[config.mk]
export PLATFORM = sky130hd
export DESIGN_NAME = fib
export DESIGN_NICKNAME = d
export VERILOG_FILES = /design/src/fib_pkg.sv /design/src/fib_table_if.sv /design/src/fib_table_regs.sv /design/src/fib_credit_buffer.sv /design/src/fib_lpm_lookup.sv /design/src/fib.sv
export SDC_FILE = /design/constraint.sdc
export NUM_CORES = 2
export LEC_CHECK = 0
export BUFFER_PORTS_ARGS = -buffer_cell sky130_fd_sc_hd__buf_4
export CAP_MARGIN = 20
export CELL_PAD_IN_SITES_DETAIL_PLACEMENT = 1
export CELL_PAD_IN_SITES_GLOBAL_PLACEMENT = 2
export CORE_MARGIN = 3
export CORE_UTILIZATION = 39
export CTS_CLUSTER_SIZE = 10
export DETAILED_ROUTE_END_ITERATION = 16
export HOLD_SLACK_MARGIN = 0.06
export PLACE_DENSITY_LB_ADDON = 0.1
export SLEW_MARGIN = 15
export SYNTH_ARGS = -nofsm -noshare
export SYNTH_HDL_FRONTEND = slang
export SYNTH_HIERARCHICAL = 1
export SYNTH_SLANG_ARGS = --single-unit
[constraint.sdc]
create_clock -name clk -period 10.7 [get_ports clk]
set_input_delay 0 -clock clk [delete_from_list [all_inputs] [get_ports clk]]
set_output_delay 0 -clock clk [all_outputs]
set_load 0.05 [all_outputs]
[src/fib_pkg.sv]
`default_nettype none

package fib_pkg;

    // Field widths
    localparam int prefix_w = 64;
    localparam int len_w    = 6;
    localparam int face_w   = 4;
    localparam int tag_w    = 8;

    // Lookup request from the PIT, 78 bits
    typedef struct packed {
        logic [prefix_w-1:0] prefix;
        logic [len_w-1:0]    len;
        logic [tag_w-1:0]    tag;
    } fib_req_t;

    // Lookup answer, 19 bits
    // Miss gives hit 0 with face and match_len zero
    typedef struct packed {
        logic [tag_w-1:0] tag;
        logic             hit;
        logic [face_w-1:0] face;
        logic [len_w-1:0] match_len;
    } fib_rsp_t;

    // One forwarding table entry, 75 bits
    // Length counts leading prefix bits, 0 is the default route
    typedef struct packed {
        logic                valid;
        logic [prefix_w-1:0] prefix;
        logic [len_w-1:0]    len;
        logic [face_w-1:0]   face;
    } fib_entry_t;

endpackage

`default_nettype wire

[src/fib_table_if.sv]
`timescale 1ns/1ps
`default_nettype none

interface fib_table_if #(
    parameter int num_entries = 8
) (
    input logic clk
);
    import fib_pkg::*;

    // Whole table, entry i at index i
    fib_entry_t [num_entries-1:0] entries;

    // High for one cycle after the table has been rewritten
    logic table_version;

    // Register block side
    modport regs (
        input  clk,
        output entries,
        output table_version
    );

    // Match pipeline side
    modport lookup (
        input clk,
        input entries,
        input table_version
    );

endinterface

`default_nettype wire

[src/fib_table_regs.sv]
`timescale 1ns/1ps
`default_nettype none

module fib_table_regs #(
    parameter int num_entries = 8
) (
    input  logic                         clk,
    input  logic                         reset,
    input  logic                         cfg_write,
    input  logic [$clog2(num_entries)-1:0] cfg_index,
    input  fib_pkg::fib_entry_t          cfg_entry,
    fib_table_if.regs                    tbl
);

    localparam int idx_w = $clog2(num_entries);

    logic [idx_w-1:0] wr_idx;

    assign wr_idx = cfg_index;

    // Table storage lives in the interface so the matcher sees every entry at once
    always_ff @(posedge clk) begin
        if (reset) begin
            // Empty table, every entry invalid
            tbl.entries       <= '0;
            tbl.table_version <= 1'b0;
        end else begin
            tbl.table_version <= cfg_write;
            if (cfg_write) begin
                // Whole entry replaced; valid 0 deletes it
                tbl.entries[wr_idx] <= cfg_entry;
            end
        end
    end

    // Config index must address an existing entry
    a_cfg_index_range: assert property (
        @(posedge clk) disable iff (reset)
        cfg_write |-> (int'(cfg_index) < num_entries)
    );

endmodule

`default_nettype wire

[src/fib_credit_buffer.sv]
`timescale 1ns/1ps
`default_nettype none

module fib_credit_buffer #(
    parameter type payload_t    = logic,
    parameter int  depth        = 4,
    parameter int  init_credits = 4
) (
    input  logic     clk,
    input  logic     reset,
    input  logic     in_valid,
    input  payload_t in_data,
    output logic     in_credit,
    output logic     out_valid,
    output payload_t out_data,
    input  logic     out_credit
);

    localparam int ptr_w  = (depth > 1) ? $clog2(depth) : 1;
    localparam int cnt_w  = $clog2(depth + 1);
    localparam int cred_w = $clog2(init_credits + 1);

    payload_t mem [depth];

    logic [ptr_w-1:0]  wr_ptr;
    logic [ptr_w-1:0]  rd_ptr;
    logic [cnt_w-1:0]  count;
    logic [cred_w-1:0] credits;
    logic              push;
    logic              pop;

    function automatic logic [ptr_w-1:0] next_ptr(input logic [ptr_w-1:0] ptr);
        if (ptr == ptr_w'(depth - 1)) begin
            return '0;
        end
        return ptr + 1'b1;
    endfunction

    // Sender already holds a slot for every valid it raises
    assign push = in_valid;

    // Send whenever there is data and downstream credit
    assign pop = (count != '0) && (credits != '0);

    assign out_valid = pop;
    assign out_data  = mem[rd_ptr];

    // Slot freed by this pop goes straight back upstream
    assign in_credit = pop;

    always_ff @(posedge clk) begin
        if (reset) begin
            wr_ptr  <= '0;
            rd_ptr  <= '0;
            count   <= '0;
            credits <= cred_w'(init_credits);
        end else begin
            if (push) begin
                wr_ptr <= next_ptr(wr_ptr);
            end
            if (pop) begin
                rd_ptr <= next_ptr(rd_ptr);
            end
            count   <= count + cnt_w'(push) - cnt_w'(pop);
            credits <= credits + cred_w'(out_credit) - cred_w'(pop);
        end
    end

    always_ff @(posedge clk) begin
        if (push) begin
            mem[wr_ptr] <= in_data;
        end
    end

    // Upstream credit accounting keeps pushes off a full FIFO
    a_no_push_full: assert property (
        @(posedge clk) disable iff (reset)
        in_valid |-> (int'(count) < depth)
    );

    // Downstream never returns more credits than it granted
    a_credit_bound: assert property (
        @(posedge clk) disable iff (reset)
        int'(credits) <= init_credits
    );

endmodule

`default_nettype wire

[src/fib_lpm_lookup.sv]
`timescale 1ns/1ps
`default_nettype none

module fib_lpm_lookup #(
    parameter int num_entries = 8
) (
    input  logic              clk,
    input  logic              reset,
    input  logic              in_valid,
    input  fib_pkg::fib_req_t in_req,
    fib_table_if.lookup       tbl,
    output logic              out_valid,
    output fib_pkg::fib_rsp_t out_rsp
);

    import fib_pkg::*;

    localparam int idx_w = (num_entries > 1) ? $clog2(num_entries) : 1;

    // Stage 1 inputs
    logic [num_entries-1:0] cover_d;

    // Stage 1 registers
    logic                   s1_valid;
    logic [tag_w-1:0]       s1_tag;
    logic [num_entries-1:0] s1_cover;
    logic [len_w-1:0]       s1_len  [num_entries];
    logic [face_w-1:0]      s1_face [num_entries];

    // Stage 2 selection
    logic             best_hit;
    logic [idx_w-1:0] best_idx;

    // Entry covers the request when its leading len bits agree
    function automatic logic entry_covers(input fib_entry_t e, input fib_req_t r);
        logic [prefix_w-1:0] mask;
        mask = ~({prefix_w{1'b1}} >> e.len);
        return e.valid && (e.len <= r.len) && (((e.prefix ^ r.prefix) & mask) == '0);
    endfunction

    always_comb begin
        for (int i = 0; i < num_entries; i++) begin
            cover_d[i] = entry_covers(tbl.entries[i], in_req);
        end
    end

    always_ff @(posedge clk) begin
        if (reset) begin
            s1_valid <= 1'b0;
        end else begin
            s1_valid <= in_valid;
        end
    end

    // Lengths and faces are captured with the cover vector so a config
    // write between the stages cannot mix two table versions
    always_ff @(posedge clk) begin
        if (in_valid) begin
            s1_tag   <= in_req.tag;
            s1_cover <= cover_d;
            for (int i = 0; i < num_entries; i++) begin
                s1_len[i]  <= tbl.entries[i].len;
                s1_face[i] <= tbl.entries[i].face;
            end
        end
    end

    // Longest cover wins; strict compare keeps the lowest index on a tie
    always_comb begin
        best_hit = 1'b0;
        best_idx = '0;
        for (int i = 0; i < num_entries; i++) begin
            if (s1_cover[i] && (!best_hit || (s1_len[i] > s1_len[best_idx]))) begin
                best_hit = 1'b1;
                best_idx = idx_w'(i);
            end
        end
    end

    always_ff @(posedge clk) begin
        if (reset) begin
            out_valid <= 1'b0;
        end else begin
            out_valid <= s1_valid;
        end
    end

    always_ff @(posedge clk) begin
        out_rsp.tag       <= s1_tag;
        out_rsp.hit       <= best_hit;
        out_rsp.face      <= best_hit ? s1_face[best_idx] : '0;
        out_rsp.match_len <= best_hit ? s1_len[best_idx] : '0;
    end

    // Fixed two-cycle latency, nothing held back
    a_latency: assert property (
        @(posedge clk) disable iff (reset)
        out_valid == $past(in_valid, 2)
    );

    // Table only changes together with a version pulse from the register block
    a_table_version: assert property (
        @(posedge tbl.clk) disable iff (reset)
        !tbl.table_version |-> $stable(tbl.entries)
    );

endmodule

`default_nettype wire

[src/fib.sv]
`timescale 1ns/1ps
`default_nettype none

module fib #(
    parameter int num_entries  = 8,
    parameter int in_depth     = 4,
    parameter int out_depth    = 4,
    parameter int down_credits = 4
) (
    input  logic                           clk,
    input  logic                           reset,
    // Table configuration
    input  logic                           cfg_write,
    input  logic [$clog2(num_entries)-1:0] cfg_index,
    input  logic                           cfg_valid,
    input  logic [fib_pkg::prefix_w-1:0]   cfg_prefix,
    input  logic [fib_pkg::len_w-1:0]      cfg_len,
    input  logic [fib_pkg::face_w-1:0]     cfg_face,
    // Requests from the PIT
    input  logic                           req_valid,
    input  logic [fib_pkg::prefix_w-1:0]   req_prefix,
    input  logic [fib_pkg::len_w-1:0]      req_len,
    input  logic [fib_pkg::tag_w-1:0]      req_tag,
    output logic                           req_credit,
    // Responses downstream
    output logic                           rsp_valid,
    output logic [fib_pkg::tag_w-1:0]      rsp_tag,
    output logic                           rsp_hit,
    output logic [fib_pkg::face_w-1:0]     rsp_face,
    output logic [fib_pkg::len_w-1:0]      rsp_match_len,
    input  logic                           rsp_credit
);

    import fib_pkg::*;

    fib_entry_t cfg_entry;
    fib_req_t   req_in;
    fib_req_t   lkp_req;
    fib_rsp_t   lkp_rsp;
    fib_rsp_t   rsp_out;
    logic       lkp_in_valid;
    logic       lkp_out_valid;
    logic       lkp_credit;

    assign cfg_entry.valid  = cfg_valid;
    assign cfg_entry.prefix = cfg_prefix;
    assign cfg_entry.len    = cfg_len;
    assign cfg_entry.face   = cfg_face;

    assign req_in.prefix = req_prefix;
    assign req_in.len    = req_len;
    assign req_in.tag    = req_tag;

    fib_table_if #(.num_entries(num_entries)) tbl_if (.clk(clk));

    fib_table_regs #(.num_entries(num_entries)) table_regs (
        .clk       (clk),
        .reset     (reset),
        .cfg_write (cfg_write),
        .cfg_index (cfg_index),
        .cfg_entry (cfg_entry),
        .tbl       (tbl_if.regs)
    );

    // Sends only against free slots in out_buf, so the pipeline never stalls
    fib_credit_buffer #(
        .payload_t    (fib_req_t),
        .depth        (in_depth),
        .init_credits (out_depth)
    ) in_buf (
        .clk        (clk),
        .reset      (reset),
        .in_valid   (req_valid),
        .in_data    (req_in),
        .in_credit  (req_credit),
        .out_valid  (lkp_in_valid),
        .out_data   (lkp_req),
        .out_credit (lkp_credit)
    );

    fib_lpm_lookup #(.num_entries(num_entries)) lpm_lookup (
        .clk       (clk),
        .reset     (reset),
        .in_valid  (lkp_in_valid),
        .in_req    (lkp_req),
        .tbl       (tbl_if.lookup),
        .out_valid (lkp_out_valid),
        .out_rsp   (lkp_rsp)
    );

    fib_credit_buffer #(
        .payload_t    (fib_rsp_t),
        .depth        (out_depth),
        .init_credits (down_credits)
    ) out_buf (
        .clk        (clk),
        .reset      (reset),
        .in_valid   (lkp_out_valid),
        .in_data    (lkp_rsp),
        .in_credit  (lkp_credit),
        .out_valid  (rsp_valid),
        .out_data   (rsp_out),
        .out_credit (rsp_credit)
    );

    assign rsp_tag       = rsp_out.tag;
    assign rsp_hit       = rsp_out.hit;
    assign rsp_face      = rsp_out.face;
    assign rsp_match_len = rsp_out.match_len;

endmodule

`default_nettype wire

---- Yosys cells after proc, flatten, opt, wreduce, memory -nomap -nowiden ----
Memory sizes are Yosys's and may differ from the RTL's. A register that Yosys moved wholly into a read port is not among the register bits.
Cells that the tools add are included.
storage, ports and cells
  register bits ........................... 647
  bits in latches ......................... 0
  memory bits (writable) .................. 468
  ROM bits ................................ 0
  input bits .............................. 161
  output and inout port bits .............. 21
  logic and storage cells ................. 217
  memories ................................ 4
cells by class
  add/subtract/negate cells ............... 12
  multipliers ............................. 0
  div/mod/pow operators ................... 0
  $lt $le $gt $ge ......................... 17
  eq/ne operators ......................... 4
  shift operators ......................... 8
  muxes and demuxes ....................... 48
  bitwise operators ....................... 24
  reductions and logical operators ........ 54
memory list
  memory              depth  bits a word  read ports  clocked after Yosys merged registers in  wr ports  line                     source
  in_buf.mem          4      78           1           1                                        1         fib_credit_buffer.sv:23  payload_t mem [depth];
  out_buf.mem         4      19           1           1                                        1         fib_credit_buffer.sv:23
  lpm_lookup.s1_len   8      6            15          1                                        8         fib_lpm_lookup.sv:27     logic [len_w-1:0] s1_len [num_entries];
  lpm_lookup.s1_face  8      4            1           1                                        8         fib_lpm_lookup.sv:28     logic [face_w-1:0] s1_face [num_entries];
operators with widths
  cell                                                                                  count
  600-bit bitwise mux                                                                   1
  64-bit bitwise AND                                                                    8
  64-bit logical NOT                                                                    8
  64-bit NOT                                                                            8
  64-bit by 6-bit >> shifter with 64-bit output (first input constant)                  8
  64-bit bitwise XOR                                                                    8
  75-bit demux with 3-bit select                                                        1
  75-bit two-way mux                                                                    1
  6-bit <= comparator                                                                   8
  6-bit greater-than comparator                                                         7
  2-bit two-way mux                                                                     14
  1-bit two-way mux                                                                     27
  1-bit logical AND                                                                     26
  3-bit by 1-bit adder with 3-bit output                                                4
  3-bit two-way mux                                                                     4
  3-bit nonzero test                                                                    4
  3-bit by 1-bit subtractor with 3-bit output                                           4
  1-bit logical NOT                                                                     9
  2-bit by 1-bit adder with 2-bit output (second input constant)                        4
  2-bit == test (second input constant)                                                 4
  1-bit logical OR                                                                      7
  3-bit by 4-bit < comparator with 1-bit output (second input constant)                 1
  3-bit by 1-bit greater-or-equal comparator with 1-bit output (second input constant)  1

---- Depth between registers and ports, before layout ----
An unclocked memory read counts as a cell.
  depth after elaboration ................. 36
  gate-level depth with buffers ........... 62
  mapped depth without buffers ............ 57

---- Modules after synthesis ----
The synthesis kept the hierarchy.
by module, submodules not included
  module                       instances  cells an instance  area each (sq um)  seq. area each (sq um)
  fib_table_regs               1          2,107              23,458.7           12,031.5
  fib_lpm_lookup               1          2,219              17,165.2           3,303.2
  fib_credit_buffer (in_buf)   1          474                11,890.2           9,609.2
  fib_credit_buffer (out_buf)  1          165                3,367.0            2,522.4

---- Least setup slack after synthesis ----
No wires, ideal clock.
  kind .................................... reg2reg
  from .................................... memory lpm_lookup.s1_len[1][5]
  to ...................................... register lpm_lookup/out_rsp[6] (netlist name)
  setup time .............................. 0.074 ns
  arrival ................................. 11.276 ns
  data required time ...................... 10.626 ns
  setup slack ............................. -0.650 ns
  stages on the path, launching flop included .. 56
  buffers on the path ..................... 6
  period minus slack after synthesis ...... 11.350 ns
  path through ............................ edfxtp_1 ha_1 nand4_1 o21bai_1 a31oi_1 buf_2 mux2_2 ha_1 nand2_1 o31ai_1 a31o_2 buf_2 o21ai_0 ha_1 nand4_1 o21bai_1 a31oi_2 clkbuf_1 [... 20 more ...] ha_1 nor2b_1 o21bai_1 nand4b_4 o311ai_4 o21ai_0 a221oi_1 a21oi_1 ha_1 nand2b_1 a21oi_1 o311ai_0 and2_2 clkbuf_1 nand3_1 nor2_1 o221ai_1 o21ai_0
RTL lines
  what                line
  start: declaration  fib_lpm_lookup.sv:27

==> flow_metrics.py <==
metrics = {
    "global_routing": {
        "first_global_vias": 42500,
        "grt_max_degree": 160,
        "antenna_found_initial": 17,
        "grt_overflow": 0,
        "grt_first_pass_wirelength_mm": 328,
        "grtUsageTotal_pct": 31.6,
    },
    "min_path": {
        "min_from": "req_prefix[32]",
        "whs_endpoint": "in_buf/mem[0][46]$_DFFE_PP_",
        "min_path_type": "in -> reg",
        "worstHoldPathCells": 2,
    },
    "clocking": {
        "htreeDepth": 4,
        "clock_sinks": 1117,
        "clock-root-buffer": "clkbuf_16",
        "cts_tree": "yes",
        "tritoncts.num_buffers": 140,
        "clk_pin_slew_ps": 60,
        "cts_buffer_depth": 3,
        "clk_latency_ps": 800,
    },
    "setup_path": {
        "reg2reg_slack_ps": -220,
        "cp_data_required_time_ps": 11380,
        "startpoint_type": "register",
        "cpLargestDelayFamily": "compound AO/OA/AOI/OAI gates",
        "worst-setup-path-type": "reg -> reg",
        "r2r_cells": 55,
        "worstReg2RegEnd": "lpm_lookup/out_rsp[2]$_SDFF_PN0_",
        "critical_path.max_fanout": 7,
        "end_kind": "register",
        "r2r_start": "lpm_lookup/s1_len[1][5]$_DFFE_PP_",
        "slowest_delay_ps": 430,
        "cp_data_arrival_time_ps": 11600,
        "crit_slowest_cell": "edfxtp_1",
        "path_depth": 55,
        "critPathBufInv": 5,
        "path_common_cell": "ha_1",
    },
    "timing": {
        "clock-skew-final_ps": 34.3,
        "max_clock_freq_ghz": 0.0916,
        "rsz0062_at_grt": "true",
        "worst_slack_ps": -221,
        "maxSlewViolCount": 0,
        "worstMarginPinSlew_ps": 1370,
        "finalCritPeriodShare_pct": 102,
        "timing.slew.headroom_pct": 8.36,
        "min_period_ps": 10920,
        "hold_violations": 0,
        "finalSetupViolCount": 10,
        "hold_ws_ps": 104,
        "tns_ps": -1930,
    },
    "die": {
        "row_count": 137,
        "num_io_pins": 182,
        "start_util_pct": 39.5,
        "die-height_um": 383,
        "coreArea_um2": 140000,
        "die_w_um": 383,
        "dieArea_um2": 147000,
    },
    "detailed_routing": {
        "vias_per_cell": 5.62,
        "totalWireLength_mm": 235,
        "drt_iter0_markers": 3398,
        "ant_nets": 0,
        "drc": 0,
        "wl_per_cell_um": 32.2,
        "vias": 41100,
        "drtPass1Iterations": 6,
    },
    "finish": {
        "final_area_um2": 66500,
        "stdcell_count": 7308,
        "drive_above_1_share_pct": 15.1,
        "finalNetCount": 5581,
        "syn2layout_area_growth_pct": 20.0,
    },
    "synthesis": {
        "syn_inst": 4932,
        "yosys_warnings": 6,
        "synth_area_um2": 55400,
        "synth_area_per_cell_um2": 11.2,
        "syn_nets": 5201,
    },
    "placement": {
        "post-place-ws_ps": -699,
        "dp_cells": 6785,
        "dpl_cell_area_um2": 59000,
        "place.gp.congestion": 1.01,
        "place_hpwl_mm": 169,
        "port_buffers": 179,
    },
    "power": {
        "peakVddDrop_mv": 0.265,
        "power.density_nw_per_um2": 285,
        "p_leak_nw": 26.8,
    },
    "status": {
        "violations": "setup timing",
        "status": "finished, violations left",
    },
    "job": {
        "maxCapViolCount": 0,
    },
}
## sequential cells by signal, indices dropped and copies added (netlist names), named ones only
signal and cells:
lpm_lookup/s1_len 48, out_buf/wr_ptr 2, out_buf/credits 3, in_buf/wr_ptr 2, lpm_lookup/s1_tag 8, lpm_lookup/out_valid 1, lpm_lookup/out_rsp 19, out_buf/rd_ptr 2
in_buf/rd_ptr 2, in_buf/mem 308, in_buf/count 3, lpm_lookup/s1_valid 1, lpm_lookup/s1_face 32, out_buf/mem 76, lpm_lookup/s1_cover 8, in_buf/credits 3
table_regs/tbl.entries 592, out_buf/count 3
## through the flow
step,power (W),util (%)
after global routing,0.0198,47.4
after CTS,0.0188,47.3
after floorplan,0.0101,-
final,0.0190,47.4
after global placement,0.0135,42.1
after detailed placement,0.0135,42.1
## worst register-to-register path: cells and delay by family (launching register included)
| kind | cells | cell delay, ps |
|---|---|---|
| buf+inv | 5 | 860 |
| flops | 1 | 430 |
| fa+ha+maj | 7 | 2120 |
| mux | 5 | 970 |
| simple gates | 16 | 2050 |
| compound gates | 22 | 4390 |
## metal layers
layer / vias to the layer above / wire (um) / track usage (%)
met5: - / 55 / 0
met4: 8 / 11900 / 14.5
met3: 412 / 12100 / 4.95
met2: 1298 / 111000 / 52.0
met1: 21100 / 99700 / 40.8
li1: 18200 / - / -
## report_power, final
part | switching [W] | internal [W]
sequential | 0.000424 | 0.00498
clock | 0.00198 | 0.00265
combinational | 0.00525 | 0.00369
## timing repair
| action | CTS | global route |
|---|---|---|
| hold endpoints to repair | 1047 | 0 |
| cloned | 1 | 0 |
| setup endpoints to repair | 10 | 10 |
| hold buffers | 232 | 0 |
| setup buffers | 25 | 3 |
| gates resized for setup | 67 | 22 |
| pin swaps | 53 | 25 |
## how the worst max path moves through the flow
| stage | from | end |
|---|---|---|
| 2_1_floorplan | lpm_lookup/s1_len[1][5]$_DFFE_PP_ | lpm_lookup/out_rsp[2]$_SDFF_PN0_ |
| 3_3_place_gp | lpm_lookup/s1_len[1][5]$_DFFE_PP_ | lpm_lookup/out_rsp[6]$_SDFF_PN0_ |
| 3_5_place_dp | lpm_lookup/s1_len[1][5]$_DFFE_PP_ | lpm_lookup/out_rsp[7]$_SDFF_PN0_ |
| 4_1_cts | lpm_lookup/s1_len[0][1]$_DFFE_PP_ | lpm_lookup/out_rsp[7]$_SDFF_PN0_ |
| 5_1_grt | lpm_lookup/s1_len[1][5]$_DFFE_PP_ | lpm_lookup/out_rsp[7]$_SDFF_PN0_ |
| 6_report | lpm_lookup/s1_len[1][5]$_DFFE_PP_ | lpm_lookup/out_rsp[2]$_SDFF_PN0_ |
## area by class of cell
cell class	instances	area, um2
multi-input cells	3357	26800
fillers	14900	73700
flip-flops and latches	1117	27200
clock buffers	228	4010
repair buffers	631	5410
well taps	1876	2350
inverters	65	246
clock inverters	28	479
diodes	6	15.0
## placed cells by master (no fill, tap or decap), drive strengths merged, types with 36 or more instances in the layout
cell,n
a21oi,229
a31oi,36
buf,399
clkbuf,228
dfxtp,637
dlygate4sd3,232
edfxtp,480
ha,104
inv,70
mux2i,617
mux4,96
nand2,172
nand2b,687
nand3,37
nor2,152
nor3,39
o21ai,201
o22ai,50
xnor2,277
xor2,235
Note: power is estimated with default switching activity, not from simulation.
